## src/source/positPkg.sv

```systemverilog
/*
  shared constants and vector types for the posit add/subtract pipeline
  field widths that follow N and ES are sized inside each module
*/
`default_nettype none

package positPkg;

    ////////////////////
    // default format
    ////////////////////

    // posit width and exponent size used unless the top is overridden
    localparam int DEFAULT_N  = 16;
    localparam int DEFAULT_ES = 1;

    // widest posit the shift type has to cover
    localparam int MAX_N = 32;

    ////////////////////
    // shared types
    ////////////////////

    // normalization shift from the leading-bit detector
    typedef logic signed [$clog2(MAX_N):0] shiftT;

    // special-value flags, one bit each
    typedef logic [1:0] flagsT;

    // bit positions inside flagsT
    localparam int FLAG_ZERO = 0;
    localparam int FLAG_NAR  = 1;

endpackage

`default_nettype wire

```

## src/source/leadingBitDetector.sv

```systemverilog
/*
  distance of the highest set bit from the top of bits, N when bits is zero
  at N = MAX_N the all-zero code wraps in shiftT; callers treat it as zero
*/
`timescale 1ns/100ps
`default_nettype none

module leadingBitDetector #(
    parameter int N = 16
) (
    input  logic [N-1:0]    bits,
    output positPkg::shiftT position
);

    ////////////////////
    // priority encoder
    ////////////////////

    always_comb
    begin
        // nothing set yet, full width shift
        position = positPkg::shiftT'(N);

        // scan upward so the highest one wins
        for (int i = 0; i < N; i++)
        begin
            if (bits[i])
                position = positPkg::shiftT'(N - 1 - i);
        end
    end

endmodule

`default_nettype wire

```

## src/source/positDecoder.sv

```systemverilog
/*
  one-cycle decode of two posits into sign, regime, exponent, mantissa, key
  needs ES >= 1; sub flips only the registered sign of B, not its fields
*/
`timescale 1ns/100ps
`default_nettype none

module positDecoder #(
    parameter int N  = 16,
    parameter int ES = 1
) (
    input  logic                  clk,
    input  logic                  arstN,
    input  logic                  inValid,
    input  logic [N-1:0]          operandA,
    input  logic [N-1:0]          operandB,
    input  logic                  sub,
    output logic                  decValid,
    output logic                  signA,
    output logic                  signB,
    output logic signed [$clog2(N):0] kA,
    output logic signed [$clog2(N):0] kB,
    output logic [ES-1:0]         expA,
    output logic [ES-1:0]         expB,
    output logic [N-1:0]          mantA,
    output logic [N-1:0]          mantB,
    output logic [N-2:0]          keyA,
    output logic [N-2:0]          keyB,
    output positPkg::flagsT       flagsA,
    output positPkg::flagsT       flagsB
);

    localparam int RS = $clog2(N);

    // index 0 is operand A, index 1 is operand B
    logic [1:0][N-1:0]   operand;
    logic [1:0][N-1:0]   mag;
    logic [1:0][N-2:0]   body;
    logic [1:0][N-2:0]   rem;
    logic [1:0][RS:0]    runLen;
    logic [1:0][RS:0]    kNext;
    logic [1:0][ES-1:0]  expNext;
    logic [1:0][N-1:0]   mantNext;
    positPkg::flagsT     flagsNext [2];

    ////////////////////
    // field extraction
    ////////////////////

    always_comb
    begin : decodeBoth
        logic stop;
        operand[0] = operandA;
        operand[1] = operandB;
        for (int i = 0; i < 2; i++)
        begin
            // negative posits decode from their two's complement
            mag[i]  = operand[i][N-1] ? -operand[i] : operand[i];
            body[i] = mag[i][N-2:0];

            // length of the regime run, counted from the top
            runLen[i] = '0;
            stop      = 1'b0;
            for (int j = N - 2; j >= 0; j--)
            begin
                if (!stop && (body[i][j] == body[i][N-2]))
                    runLen[i] = runLen[i] + 1'b1;
                else
                    stop = 1'b1;
            end

            // run of ones gives k = m-1, run of zeros gives k = -m
            kNext[i] = body[i][N-2] ? runLen[i] - 1'b1 : -runLen[i];

            // drop regime and terminator, exponent then fraction remain
            rem[i]      = body[i] << (runLen[i] + 1);
            expNext[i]  = rem[i][N-2 -: ES];
            mantNext[i] = {1'b1, rem[i][N-2-ES:0], {ES{1'b0}}};

            // zero is all zeros, NaR is a one then all zeros
            flagsNext[i][positPkg::FLAG_ZERO] = (operand[i] == '0);
            flagsNext[i][positPkg::FLAG_NAR]  = (operand[i] == {1'b1, {(N-1){1'b0}}});
        end
    end

    ////////////////////
    // stage register
    ////////////////////

    always_ff @(posedge clk or negedge arstN)
    begin
        if (!arstN)
        begin
            decValid <= 1'b0;
            signA    <= 1'b0;
            signB    <= 1'b0;
            kA       <= '0;
            kB       <= '0;
            expA     <= '0;
            expB     <= '0;
            mantA    <= '0;
            mantB    <= '0;
            keyA     <= '0;
            keyB     <= '0;
            flagsA   <= '0;
            flagsB   <= '0;
        end
        else
        begin
            decValid <= inValid;
            signA    <= operandA[N-1];
            // subtraction is addition with B negated
            signB    <= operandB[N-1] ^ sub;
            kA       <= kNext[0];
            kB       <= kNext[1];
            expA     <= expNext[0];
            expB     <= expNext[1];
            mantA    <= mantNext[0];
            mantB    <= mantNext[1];
            keyA     <= mag[0][N-2:0];
            keyB     <= mag[1][N-2:0];
            flagsA   <= flagsNext[0];
            flagsB   <= flagsNext[1];
        end
    end

endmodule

`default_nettype wire

```

## src/source/addSubtract.sv

```systemverilog
/*
  one-cycle align, add or subtract, and renormalize of two decoded posits
  the smaller mantissa is shifted at most 2N places
  shifted-out bits fold into a sticky bit
*/
`timescale 1ns/100ps
`default_nettype none

module addSubtract #(
    parameter int N  = 16,
    parameter int ES = 1
) (
    input  logic                          clk,
    input  logic                          arstN,
    input  logic                          decValid,
    input  logic                          signA,
    input  logic                          signB,
    input  logic signed [$clog2(N):0]     kA,
    input  logic signed [$clog2(N):0]     kB,
    input  logic [ES-1:0]                 expA,
    input  logic [ES-1:0]                 expB,
    input  logic [N-1:0]                  mantA,
    input  logic [N-1:0]                  mantB,
    input  logic [N-2:0]                  keyA,
    input  logic [N-2:0]                  keyB,
    input  positPkg::flagsT               flagsA,
    input  positPkg::flagsT               flagsB,
    output logic                          addValid,
    output logic                          resSign,
    output logic signed [$clog2(N)+ES+1:0] resScale,
    output logic [2*N-1:0]                resMant,
    output positPkg::flagsT               resFlags
);

    localparam int RS = $clog2(N);
    localparam int SW = RS + ES + 2;

    // combined scale k*2^ES + exp of each operand
    logic signed [SW-1:0] scaleA;
    logic signed [SW-1:0] scaleB;
    // L is the larger magnitude and S the smaller
    logic                 aLarger;
    logic                 signL;
    logic                 signS;
    logic signed [SW-1:0] scaleL;
    logic signed [SW-1:0] scaleS;
    logic signed [SW-1:0] scaleDiff;
    logic [2*N-1:0]       lmFull;
    logic [2*N-1:0]       smFull;
    logic [2*N-1:0]       smAligned;
    logic [2*N-1:0]       lostBits;
    logic                 effSub;
    logic [2*N:0]         sum;
    logic                 ovf;
    positPkg::shiftT      position;
    logic                 zeroA;
    logic                 zeroB;
    logic                 signNext;
    logic signed [SW-1:0] scaleNext;
    logic [2*N-1:0]       mantNext;
    positPkg::flagsT      flagsNext;

    // leading one of the upper half after a subtraction
    leadingBitDetector #(.N(N)) uLbd (
        .bits     (sum[2*N-1:N]),
        .position (position)
    );

    ////////////////////
    // align and add
    ////////////////////

    always_comb
    begin
        scaleA = $signed({kA, expA});
        scaleB = $signed({kB, expB});

        // the magnitude key orders the operands
        aLarger = (keyA >= keyB);
        signL   = aLarger ? signA : signB;
        signS   = aLarger ? signB : signA;
        scaleL  = aLarger ? scaleA : scaleB;
        scaleS  = aLarger ? scaleB : scaleA;
        lmFull  = aLarger ? {mantA, {N{1'b0}}} : {mantB, {N{1'b0}}};
        smFull  = aLarger ? {mantB, {N{1'b0}}} : {mantA, {N{1'b0}}};

        // never negative since the key follows the scale
        scaleDiff = scaleL - scaleS;

        // smaller mantissa moved right with lost bits kept as sticky
        lostBits = '0;
        if (scaleDiff >= 2 * N)
        begin
            smAligned = {{(2*N-1){1'b0}}, |smFull};
        end
        else
        begin
            smAligned    = smFull >> scaleDiff;
            lostBits     = smFull << (2 * N - scaleDiff);
            smAligned[0] = smAligned[0] | (|lostBits);
        end

        // unlike signs subtract
        effSub = signL ^ signS;
        if (effSub)
            sum = {1'b0, lmFull} - {1'b0, smAligned};
        else
            sum = {1'b0, lmFull} + {1'b0, smAligned};
        ovf = sum[2*N];
    end

    ////////////////////
    // normalize
    ////////////////////

    always_comb
    begin
        zeroA = flagsA[positPkg::FLAG_ZERO];
        zeroB = flagsB[positPkg::FLAG_ZERO];

        // a carry out moves the point one place up
        // otherwise the leading one is shifted to the top
        signNext = signL;
        if (ovf)
        begin
            mantNext  = {sum[2*N:2], sum[1] | sum[0]};
            scaleNext = scaleL + 1;
        end
        else
        begin
            mantNext  = sum[2*N-1:0] << position;
            scaleNext = scaleL - position;
        end

        flagsNext                      = '0;
        flagsNext[positPkg::FLAG_NAR]  = flagsA[positPkg::FLAG_NAR] | flagsB[positPkg::FLAG_NAR];
        flagsNext[positPkg::FLAG_ZERO] = (zeroA & zeroB) | (!zeroA && !zeroB && (sum == '0));

        // a single zero operand leaves the other one as it is
        if (zeroA && !zeroB)
        begin
            signNext  = signB;
            scaleNext = scaleB;
            mantNext  = {mantB, {N{1'b0}}};
        end
        else if (zeroB && !zeroA)
        begin
            signNext  = signA;
            scaleNext = scaleA;
            mantNext  = {mantA, {N{1'b0}}};
        end
    end

    always_ff @(posedge clk or negedge arstN)
    begin
        if (!arstN)
        begin
            addValid <= 1'b0;
            resSign  <= 1'b0;
            resScale <= '0;
            resMant  <= '0;
            resFlags <= '0;
        end
        else
        begin
            addValid <= decValid;
            resSign  <= signNext;
            resScale <= scaleNext;
            resMant  <= mantNext;
            resFlags <= flagsNext;
        end
    end

endmodule

`default_nettype wire

```

## src/source/positEncoder.sv

```systemverilog
/*
  one-cycle posit packing with round to nearest even
  results clamp to maxpos or minpos; only the flags give zero or NaR
*/
`timescale 1ns/100ps
`default_nettype none

module positEncoder #(
    parameter int N  = 16,
    parameter int ES = 1
) (
    input  logic                          clk,
    input  logic                          arstN,
    input  logic                          addValid,
    input  logic                          resSign,
    input  logic signed [$clog2(N)+ES+1:0] resScale,
    input  logic [2*N-1:0]                resMant,
    input  positPkg::flagsT               resFlags,
    output logic                          outValid,
    output logic [N-1:0]                  result
);

    localparam int RS = $clog2(N);
    localparam int SW = RS + ES + 2;
    // regime head, exponent, fraction and room for the regime run
    localparam int ZW = 3 * N + ES + 1;

    localparam logic [N-2:0] MAXPOS_BODY = {(N-1){1'b1}};
    localparam logic [N-2:0] MINPOS_BODY = {{(N-2){1'b0}}, 1'b1};

    logic signed [SW-1:0] regimeK;
    logic [ES-1:0]        expBits;
    logic [SW-1:0]        shiftAmt;
    logic [ZW-1:0]        padded;
    logic [ZW-1:0]        shifted;
    logic [N-2:0]         bodyBits;
    logic                 guardBit;
    logic                 stickyBit;
    logic                 roundUp;
    logic                 carry;
    logic [N-2:0]         bodyRounded;
    logic [N-2:0]         bodyFinal;
    logic [N-1:0]         resultNext;

    ////////////////////
    // regime build
    ////////////////////

    always_comb
    begin
        // floor split of the scale, low ES bits are the exponent
        regimeK = resScale >>> ES;
        expBits = resScale[ES-1:0];

        // head 10 grows into k+1 ones, head 01 into -k zeros
        shiftAmt = (regimeK >= 0) ? regimeK : -regimeK - 1;
        padded   = {(regimeK >= 0) ? 2'b10 : 2'b01, expBits, resMant[2*N-2:0], {N{1'b0}}};
        // sign fill copies the first regime bit
        shifted  = $signed(padded) >>> shiftAmt;

        bodyBits  = shifted[ZW-1 -: N-1];
        guardBit  = shifted[ZW-N];
        stickyBit = |shifted[ZW-N-1:0];
    end

    ////////////////////
    // round and pack
    ////////////////////

    always_comb
    begin
        // ties go to the even body
        roundUp              = guardBit & (stickyBit | bodyBits[0]);
        {carry, bodyRounded} = {1'b0, bodyBits} + roundUp;

        // out of range scales saturate
        if (regimeK > N - 2)
            bodyFinal = MAXPOS_BODY;
        else if (regimeK < -(N - 2))
            bodyFinal = MINPOS_BODY;
        else if (carry)
            bodyFinal = MAXPOS_BODY;
        else
            bodyFinal = bodyRounded;

        // negative values in two's complement
        if (resSign)
            resultNext = -{1'b0, bodyFinal};
        else
            resultNext = {1'b0, bodyFinal};

        // special values win
        if (resFlags[positPkg::FLAG_NAR])
            resultNext = {1'b1, {(N-1){1'b0}}};
        else if (resFlags[positPkg::FLAG_ZERO])
            resultNext = '0;
    end

    always_ff @(posedge clk or negedge arstN)
    begin
        if (!arstN)
        begin
            outValid <= 1'b0;
            result   <= '0;
        end
        else
        begin
            outValid <= addValid;
            result   <= resultNext;
        end
    end

endmodule

`default_nettype wire

```

## src/source/positAdderTop.sv

```systemverilog
/*
  three-stage posit adder, result three cycles after inValid
  no back-pressure, one operand pair may enter every cycle
*/
`timescale 1ns/100ps
`default_nettype none

module positAdderTop #(
    parameter int N  = positPkg::DEFAULT_N,
    parameter int ES = positPkg::DEFAULT_ES
) (
    input  logic         clk,
    input  logic         arstN,
    input  logic         inValid,
    input  logic [N-1:0] operandA,
    input  logic [N-1:0] operandB,
    input  logic         sub,
    output logic         outValid,
    output logic [N-1:0] result
);

    localparam int RS = $clog2(N);
    localparam int SW = RS + ES + 2;

    // decode to add stage
    logic                 decValid;
    logic                 signA;
    logic                 signB;
    logic signed [RS:0]   kA;
    logic signed [RS:0]   kB;
    logic [ES-1:0]        expA;
    logic [ES-1:0]        expB;
    logic [N-1:0]         mantA;
    logic [N-1:0]         mantB;
    logic [N-2:0]         keyA;
    logic [N-2:0]         keyB;
    positPkg::flagsT      flagsA;
    positPkg::flagsT      flagsB;

    // add stage to encoder
    logic                 addValid;
    logic                 resSign;
    logic signed [SW-1:0] resScale;
    logic [2*N-1:0]       resMant;
    positPkg::flagsT      resFlags;

    ////////////////////
    // pipeline stages
    ////////////////////

    positDecoder #(.N(N), .ES(ES)) uDecoder (
        .clk      (clk),
        .arstN    (arstN),
        .inValid  (inValid),
        .operandA (operandA),
        .operandB (operandB),
        .sub      (sub),
        .decValid (decValid),
        .signA    (signA),
        .signB    (signB),
        .kA       (kA),
        .kB       (kB),
        .expA     (expA),
        .expB     (expB),
        .mantA    (mantA),
        .mantB    (mantB),
        .keyA     (keyA),
        .keyB     (keyB),
        .flagsA   (flagsA),
        .flagsB   (flagsB)
    );

    addSubtract #(.N(N), .ES(ES)) uAddSub (
        .clk      (clk),
        .arstN    (arstN),
        .decValid (decValid),
        .signA    (signA),
        .signB    (signB),
        .kA       (kA),
        .kB       (kB),
        .expA     (expA),
        .expB     (expB),
        .mantA    (mantA),
        .mantB    (mantB),
        .keyA     (keyA),
        .keyB     (keyB),
        .flagsA   (flagsA),
        .flagsB   (flagsB),
        .addValid (addValid),
        .resSign  (resSign),
        .resScale (resScale),
        .resMant  (resMant),
        .resFlags (resFlags)
    );

    positEncoder #(.N(N), .ES(ES)) uEncoder (
        .clk      (clk),
        .arstN    (arstN),
        .addValid (addValid),
        .resSign  (resSign),
        .resScale (resScale),
        .resMant  (resMant),
        .resFlags (resFlags),
        .outValid (outValid),
        .result   (result)
    );

endmodule

`default_nettype wire

```

## config.mk

```make
export PLATFORM = sky130hd
export DESIGN_NAME = positAdderTop
export DESIGN_NICKNAME = d
export VERILOG_FILES = /design/src/source/positPkg.sv /design/src/source/leadingBitDetector.sv /design/src/source/positDecoder.sv /design/src/source/addSubtract.sv /design/src/source/positEncoder.sv /design/src/source/positAdderTop.sv
export SDC_FILE = /design/constraint.sdc
export NUM_CORES = 1
export LEC_CHECK = 0
export BUFFER_PORTS_ARGS = -buffer_cell sky130_fd_sc_hd__buf_2
export CAP_MARGIN = 0
export CORE_ASPECT_RATIO = 0.9
export CORE_MARGIN = 5
export CORE_UTILIZATION = 60
export CTS_BUF_LIST = sky130_fd_sc_hd__clkbuf_8
export CTS_CLUSTER_SIZE = 12
export DETAILED_ROUTE_END_ITERATION = 8
export PLACE_DENSITY_LB_ADDON = 0.3
export SYNTH_ARGS = -nofsm -noshare
export SYNTH_HDL_FRONTEND = slang
export SYNTH_SLANG_ARGS = --single-unit
```

## constraint.sdc

```tcl
create_clock -name clk -period 11.3 [get_ports clk]
set_clock_uncertainty 0.2 [all_clocks]
set_input_delay 0.565 -clock clk [delete_from_list [all_inputs] [get_ports clk]]
set_output_delay 0.565 -clock clk [all_outputs]
set_load 0.03 [all_outputs]
```

==> impl_metrics.sql, run 1 <==
INSERT INTO impl_metrics (metric_group, metric, value, unit) VALUES
('floorplan', 'core.rowCount', '61', ''),
('yosys', 'synth_nets', '2696', ''),
('final_layout', 'areaGrowthSynthToFinish', '7.15', '%'),
('drt', 'num_vias', '20397', ''),
('floorplan', 'die_y', '178', 'um'),
('final_layout', 'final_layout_size_suffix_gt1_share', '11.6', '%'),
('drt', 'drt-pass1-iter-count', '6', ''),
('sta', 'final_max_slew_viol_count', '0', ''),
('grt', 'use_met1', '50.7', '%'),
('floorplan', 'core', '31000', 'um2'),
('final_layout', 'number_of_antenna_repair_diodes', '0', ''),
('min_path', 'min-delay-path-class', 'primary input to register', ''),
('drt', 'ant_nets', '0', ''),
('grt', 'antenna_found_initial', '1', ''),
('clock_tree', 'tritoncts', 'built', ''),
('clock_tree', 'clock_tree.buffer_depth', '2', ''),
('grt', 'grt-ovfl-total', '0', ''),
('sta', 'maxSlewHeadroom', '19.5', '%'),
('clock_tree', 'path_clk_slew', '80', 'ps'),
('floorplan', 'die_w', '197', 'um'),
('drt', 'avgViaCountPerCell', '6.77', ''),
('grt', 'grtUsageMet2', '54.8', '%'),
('sta', 'worst_slew_pin_slew', '1210', 'ps'),
('grt', 'via_count_of_the_first_global_routing_pass', '18501', ''),
('critical_path', 'endpoint_kind', 'register', ''),
('clock_tree', 'cell_chosen_for_the_clock_root', 'sky130_fd_sc_hd__clkbuf_8', ''),
('sta', 'period_share', '95.2', '%'),
('yosys', 'synth-seq-area-share', '18.1', '%'),
('grt', 'first_pass_grt_wire_length', '101000', 'um'),
('yosys', 'synth.lib_cells_used.distinct', '117', ''),
('yosys', 'synth.yosys.warnings', '0', ''),
('yosys', 'synth.largest_area_cell', 'sky130_fd_sc_hd__dfrtp_1', ''),
('critical_path', 'timing.critical_path.slowest_cell_delay', '440', 'ps'),
('grt', 'global_route.peak_usage_layer', 'met2', ''),
('clock_tree', 'cts_buffers', '17', ''),
('floorplan', 'initial_utilization', '61.1', '%'),
('critical_path', 'setup.reg_to_reg.worst_slack', '540', 'ps'),
('yosys', 'netlist_area', '18900', 'um2'),
('critical_path', 'critPathSlowestCell', 'sky130_fd_sc_hd__fa_1', ''),
('final_layout', 'total_nets_final', '2697', ''),
('sta', 'timing.final.hold_violations', '0', ''),
('critical_path', 'critical_path.most_common_cell', 'sky130_fd_sc_hd__ha_1', ''),
('critical_path', 'path_class', 'register to register', ''),
('sta', 'clock.fmax', '93.0', 'MHz'),
('critical_path', 'cp-start-kind', 'register', ''),
('yosys', 'primary_ff_master_synth', 'sky130_fd_sc_hd__dfrtp_1', ''),
('critical_path', 'critical_path_peak_fanout', '24', ''),
('drt', 'finalWirelength', '64500', 'um'),
('sta', 'setup-violations-final', '0', ''),
('sta', 'post-route-min-period', '10760', 'ps'),
('critical_path', 'cp.arrival', '10910', 'ps'),
('sta', 'totalNegativeSetupSlack', '0', 'ps'),
('yosys', 'ys_ff_latch', '137', ''),
('yosys', 'synth_async_sr_flop_share', '100', '%'),
('critical_path', 'cp_data_required_time', '11450', 'ps'),
('grt', 'met3_usage', '6.59', '%'),
('place', 'detailed_place_hpwl', '49700', 'um'),
('grt', 'largest_net_degree_at_the_start_of_global_routing', '73', ''),
('drt', 'route.detailed.drc', '0', ''),
('yosys', 'main_area_contributors_after_synthesis', 'sky130_fd_sc_hd__dfrtp_1 (18%), sky130_fd_sc_hd__mux2i_1 (8.6%), sky130_fd_sc_hd__nand2_1 (6.5%)', ''),
('yosys', 'yosys.area.top_type_share', '18.1', '%'),
('status', 'status', 'completed', ''),
('place', 'buffer_ports.inserted', '52', ''),
('floorplan', 'fp.dieArea', '35200', 'um2'),
('drt', 'initialDrtViolationCount', '2396', ''),
('clock_tree', 'tritoncts_num_sinks', '137', ''),
('grt', 'groute.usage.overall', '35.3', '%'),
('yosys', 'synthesis.instances', '2588', ''),
('floorplan', 'io_pins', '53', ''),
('yosys', 'synth-edff-count', '0', ''),
('final_layout', 'final.fill_count', '2738', ''),
('place', 'gp_congestion', '1.02', ''),
('job', 'maxCapViolations', '0', ''),
('yosys', 'synthesis.area_per_instance', '7.31', 'um2'),
('clock_tree', 'worst_skew_pair.late_latency', '470', 'ps'),
('drt', 'wl_per_instance', '21.4', 'um'),
('clock_tree', 'h_tree_levels', '4', '');
-- stage by stage --
step           instance area, um2  instances  setup WS (ps)  util, %  hold WS, ps
2_1_floorplan               19000       2588           11.2        -         69.4
3_3_place_gp                19600       2967            498     63.4          132
3_5_place_dp                19600       2967            334     63.4          135
4_1_cts                     20000       3000            314     64.6         11.9
5_1_grt                     20300       3011          -16.4     65.4         3.18
6_report                    20300       3011            545     65.4         32.0
-- metal layers --
metal	up-vias	share of wire [%]	wire, um
met5	-	0.020	13
met3	174	10	6570
met2	1189	44	28200
met4	2	2.6	1690
met1	9604	43	28000
li1	9428	-	-
-- synthesized netlist by cell type, types with 20 or more instances --
| master | instances |
|---|---|
| sky130_fd_sc_hd__nand2_1 | 327 |
| sky130_fd_sc_hd__nor2_1 | 285 |
| sky130_fd_sc_hd__a21oi_1 | 169 |
| sky130_fd_sc_hd__mux2i_1 | 162 |
| sky130_fd_sc_hd__o21ai_0 | 139 |
| sky130_fd_sc_hd__dfrtp_1 | 137 |
| sky130_fd_sc_hd__xnor2_1 | 118 |
| sky130_fd_sc_hd__inv_1 | 98 |
| sky130_fd_sc_hd__clkbuf_1 | 96 |
| sky130_fd_sc_hd__nor3_1 | 92 |
| sky130_fd_sc_hd__nand3_1 | 85 |
| sky130_fd_sc_hd__ha_1 | 71 |
| sky130_fd_sc_hd__xor2_1 | 71 |
| sky130_fd_sc_hd__mux2_2 | 37 |
| sky130_fd_sc_hd__a211oi_1 | 35 |
| sky130_fd_sc_hd__a31oi_1 | 35 |
| sky130_fd_sc_hd__nor4_1 | 32 |
| sky130_fd_sc_hd__and2_1 | 28 |
| sky130_fd_sc_hd__and3_1 | 28 |
| sky130_fd_sc_hd__a21o_1 | 25 |
| sky130_fd_sc_hd__nand2b_1 | 25 |
| sky130_fd_sc_hd__or3_1 | 24 |
| sky130_fd_sc_hd__nor2b_1 | 23 |
| sky130_fd_sc_hd__buf_2 | 21 |
| sky130_fd_sc_hd__o31ai_1 | 20 |
-- worst paths after layout --
check	startpoint	endpoint	depth (start not counted)
hold / removal	inValid	uDecoder.decValid$_DFF_PN0_	1
min in group asynchronous	arstN	uDecoder.keyB[12]$_DFF_PN0_	2
setup / recovery	uDecoder.keyA[10]$_DFF_PN0_	uAddSub.resScale[6]$_DFF_PN0_	46
max in group asynchronous	arstN	uAddSub.resMant[21]$_DFF_PN0_	3
setup reg to reg	uDecoder.keyA[10]$_DFF_PN0_	uAddSub.resScale[6]$_DFF_PN0_	46
hold reg to reg	uAddSub.addValid$_DFF_PN0_	uEncoder.outValid$_DFF_PN0_	0
-- repair_timing --
| item | CTS | global route |
|---|---|---|
| endpoints found under the setup margin | 0 | 25 |
| hold endpoints to repair | 65 | 0 |
| buffers inserted | 0 | 10 |
| resized for setup | 0 | 20 |
| hold buffers | 1 | 0 |
-- state kept, by name (all words and copies together) (netlist names), 5 cells and up --
name              flops
uDecoder.keyB        15
uDecoder.kB           5
uDecoder.mantA       15
uDecoder.kA           5
uEncoder.result      16
uDecoder.keyA        15
uAddSub.resMant      31
uDecoder.mantB       14
uAddSub.resScale      7
-- cells by family (layout without fill, tap and decap cells) --
kind of cell	Yosys count	after routing	share of synthesized area (%)
muxes	211	211	12.1
buffers and inverters	245	258	5.32
and+or+nand+nor	1039	1039	25.6
AOI/OAI and AO/OA	686	686	24.7
DFF	137	137	18.1
other	1	1	0.0198
adders and majority gates	77	77	5.06
xor gates and xnor gates	192	193	9.06
-- critical path: cells and delay by family (launching register included) --
| kind | cells | cell delay [ps] |
|---|---|---|
| DFF | 1 | 370 |
| adders and majority gates | 6 | 1770 |
| xor gates and xnor gates | 2 | 310 |
| AOI/OAI and AO/OA | 21 | 4580 |
| buffers and inverters | 4 | 520 |
| and+or+nand+nor | 13 | 2870 |
-- placed cells by master, fill, tap and decap left out, types with 17 or more instances in the layout --
master	netlist	routed
sky130_fd_sc_hd__a211oi_1	35	35
sky130_fd_sc_hd__a21o_1	25	25
sky130_fd_sc_hd__a21oi_1	169	165
sky130_fd_sc_hd__a22oi_1	18	18
sky130_fd_sc_hd__a31oi_1	35	34
sky130_fd_sc_hd__and2_1	28	28
sky130_fd_sc_hd__and3_1	28	28
sky130_fd_sc_hd__buf_2	21	51
sky130_fd_sc_hd__buf_4	7	67
sky130_fd_sc_hd__clkbuf_8	0	18
sky130_fd_sc_hd__dfrtp_1	137	137
sky130_fd_sc_hd__ha_1	71	69
sky130_fd_sc_hd__inv_1	98	99
sky130_fd_sc_hd__mux2_2	37	37
sky130_fd_sc_hd__mux2i_1	162	162
sky130_fd_sc_hd__nand2_1	327	325
sky130_fd_sc_hd__nand2b_1	25	25
sky130_fd_sc_hd__nand3_1	85	85
sky130_fd_sc_hd__nand4_1	19	19
sky130_fd_sc_hd__nor2_1	285	284
sky130_fd_sc_hd__nor2b_1	23	23
sky130_fd_sc_hd__nor3_1	92	90
sky130_fd_sc_hd__nor4_1	32	31
sky130_fd_sc_hd__o211ai_1	18	18
sky130_fd_sc_hd__o21a_1	18	17
sky130_fd_sc_hd__o21ai_0	139	136
sky130_fd_sc_hd__o22ai_1	18	18
sky130_fd_sc_hd__o31ai_1	20	19
sky130_fd_sc_hd__or2_2	19	19
sky130_fd_sc_hd__or3_1	24	24
sky130_fd_sc_hd__xnor2_1	118	114
sky130_fd_sc_hd__xor2_1	71	68
-- layout make-up --
type | count | area (um2) | area share, %
Clock buffer | 18 | 248 | 1.22
Clock inverter | 14 | 126 | 0.623
Inverter | 102 | 387 | 1.91
Multi-Input combinational cell | 2207 | 14700 | 72.6
Sequential cell | 137 | 3430 | 16.9
Tap cell | 409 | 512 | 2.52
Timing Repair Buffer | 124 | 851 | 4.20
Power of run 1 is not shown: default switching activity piles up to over one toggle a cycle in this logic, so the estimate is an artifact.
==> run 2: changes to the inputs <==
- CELL_PAD_IN_SITES_DETAIL_PLACEMENT: not set -> 1
- CELL_PAD_IN_SITES_GLOBAL_PLACEMENT: not set -> 1
- CORE_UTILIZATION: 60 -> 44
==> run 2 against run 1 <==
Register-to-register slack got worse by 160 ps. Die area grew 34%. Setup slack lost 160 ps. Clock-buffer cell count grew 1. Sequential cell count stayed put. Cell count is 4.8% higher. Wire length increased by 13%. Via count fell by 0.14%. Non-clock buffer count decreased by 1. Fmax down 1.5%. Global-route usage fell by 5.5 points. Critical path type unchanged.
==> impl_metrics.sql, run 2 (synthesized netlist as in run 1, its figures left out) <==
INSERT INTO impl_metrics (metric_group, metric, value, unit) VALUES
('drt', 'initialDrtViolationCount', '1781', ''),
('clock_tree', 'cts_buffers', '17', ''),
('grt', 'grt-ovfl-total', '0', ''),
('critical_path', 'path_class', 'register to register', ''),
('clock_tree', 'tritoncts', 'built', ''),
('clock_tree', 'clock_tree.buffer_depth', '2', ''),
('clock_tree', 'tritoncts_num_sinks', '137', ''),
('critical_path', 'cp_data_required_time', '11490', 'ps'),
('min_path', 'min-delay-path-class', 'primary input to register', ''),
('drt', 'finalWirelength', '73000', 'um'),
('final_layout', 'total_nets_final', '2696', ''),
('critical_path', 'timing.critical_path.slowest_cell_delay', '650', 'ps'),
('sta', 'period_share', '96.6', '%'),
('job', 'maxCapViolations', '0', ''),
('sta', 'timing.final.hold_violations', '0', ''),
('final_layout', 'number_of_antenna_repair_diodes', '0', ''),
('drt', 'wl_per_instance', '23.1', 'um'),
('sta', 'setup-violations-final', '0', ''),
('sta', 'maxSlewHeadroom', '19.2', '%'),
('floorplan', 'die_y', '207', 'um'),
('floorplan', 'die_w', '229', 'um'),
('grt', 'via_count_of_the_first_global_routing_pass', '20481', ''),
('critical_path', 'critPathSlowestCell', 'sky130_fd_sc_hd__o311ai_1', ''),
('floorplan', 'core.rowCount', '72', ''),
('clock_tree', 'path_clk_slew', '90', 'ps'),
('sta', 'totalNegativeSetupSlack', '0', 'ps'),
('status', 'status', 'completed', ''),
('floorplan', 'io_pins', '53', ''),
('critical_path', 'critical_path.most_common_cell', 'sky130_fd_sc_hd__ha_1', ''),
('critical_path', 'cp-start-kind', 'register', ''),
('critical_path', 'cp.arrival', '11110', 'ps'),
('floorplan', 'initial_utilization', '44.2', '%'),
('sta', 'final_critical_path_setup_slack', '381', 'ps'),
('final_layout', 'registers.top_by_ff_count', 'uAddSub.resMant', ''),
('final_layout', 'largest_register_ff_count', '31', ''),
('clock_tree', 'worst_skew_pair.late_latency', '500', 'ps'),
('sta', 'worst_slew_pin_slew', '1200', 'ps'),
('drt', 'num_vias', '20369', ''),
('floorplan', 'fp.dieArea', '47300', 'um2'),
('sta', 'clock.fmax', '91.6', 'MHz'),
('grt', 'first_pass_grt_wire_length', '114000', 'um'),
('final_layout', 'leading_cell_type_in_the_layout_fill_and_taps_excluded', 'sky130_fd_sc_hd__nand2_1', ''),
('final_layout', 'layout_top_registers', 'uAddSub.resMant: 31 flops, uEncoder.result: 16 flops', ''),
('grt', 'antenna_found_initial', '0', ''),
('clock_tree', 'cell_chosen_for_the_clock_root', 'sky130_fd_sc_hd__clkbuf_8', ''),
('critical_path', 'endpoint_kind', 'register', ''),
('place', 'post-place-ws', '-282', 'ps'),
('drt', 'ant_nets', '0', ''),
('final_layout', 'final_layout_size_suffix_gt1_share', '11.8', '%'),
('floorplan', 'core', '42800', 'um2'),
('grt', 'largest_net_degree_at_the_start_of_global_routing', '77', ''),
('drt', 'avgViaCountPerCell', '6.45', ''),
('place', 'gp_congestion', '1.02', ''),
('grt', 'groute.usage.overall', '29.7', '%'),
('drt', 'route.detailed.drc', '0', ''),
('critical_path', 'critical_path_peak_fanout', '9', ''),
('sta', 'final_max_slew_viol_count', '0', ''),
('clock_tree', 'h_tree_levels', '4', ''),
('place', 'detailed_place_hpwl', '57000', 'um'),
('drt', 'drt-pass1-iter-count', '6', ''),
('final_layout', 'areaGrowthSynthToFinish', '8.49', '%'),
('sta', 'post-route-min-period', '10920', 'ps'),
('place', 'buffer_ports.inserted', '52', ''),
('final_layout', 'commonest_cells_after_routing_fill_and_taps_aside', 'sky130_fd_sc_hd__nand2_1 (325), sky130_fd_sc_hd__nor2_1 (284), sky130_fd_sc_hd__a21oi_1 (163)', '');
==> run 2: timing repair <==
action	CTS	global route
pin swaps	1	5
endpoints found under the hold margin	62	0
cloned	1	0
resized for setup	1	27
setup endpoints to repair	2	23
setup buffers	0	8
hold buffers	2	0
==> run 2: final timing paths <==
kind / startpoint / endpoint / slack (ps) / depth (start not counted)
worst max-delay path: uDecoder.keyA[10]$_DFF_PN0_ / uAddSub.resScale[6]$_DFF_PN0_ / 380 / 39
worst min-delay path: operandA[0] / uDecoder.keyA[0]$_DFF_PN0_ / 80 / 1
worst max register to register: uDecoder.keyA[10]$_DFF_PN0_ / uAddSub.resScale[6]$_DFF_PN0_ / 380 / 39
worst min register to register: uDecoder.decValid$_DFF_PN0_ / uAddSub.addValid$_DFF_PN0_ / 160 / 0
max in group asynchronous: arstN / uAddSub.resMant[19]$_DFF_PN0_ / 9110 / 3
min in group asynchronous: arstN / uDecoder.keyB[14]$_DFF_PN0_ / 420 / 2
==> run 2: per-layer routing <==
metal | share of wire, % | track usage [%] | wire length [um] | vias up
met5 | 0 | 0 | 0 | -
met4 | 2.6 | 8.62 | 1910 | 0
met3 | 7.6 | 5.89 | 5520 | 127
met2 | 46 | 49.7 | 33600 | 718
met1 | 44 | 39.5 | 31900 | 10122
li1 | - | - | - | 9402
==> run 2: per-stage QoR <==
| step | instances | hold WS (ps) | utilization [%] | instance area [um2] |
|---|---|---|---|---|
| global placement | 3113 | 132 | 46.4 | 19800 |
| detailed placement | 3113 | 139 | 46.4 | 19800 |
| CTS | 3148 | 51.2 | 47.5 | 20300 |
| floorplan | 2588 | 69.4 | - | 19000 |
| finish | 3156 | 84.3 | 48.0 | 20500 |
| global route | 3156 | 43.5 | 48.0 | 20500 |
==> run 2: area by class of cell <==
type / instances / area, um2
fillers: 5441 / 22300
multi-input cells: 2207 / 14800
repair buffers: 123 / 828
clock inverters: 13 / 169
flip-flops and latches: 137 / 3430
inverters: 102 / 387
clock buffers: 19 / 262
well taps: 555 / 694
==> run 2: critical path, delay by kind of cell (launching register included) <==
family | cells | cell delay [ps]
AO/OA/AOI/OAI | 17 | 4690
flip-flops | 1 | 390
buffers and inverters | 3 | 500
multiplexers | 2 | 860
XOR/XNOR | 4 | 800
adder cells (fa/ha/maj) | 5 | 1660
AND/OR/NAND/NOR | 8 | 1690
Power of run 2 is left out for the same reason.
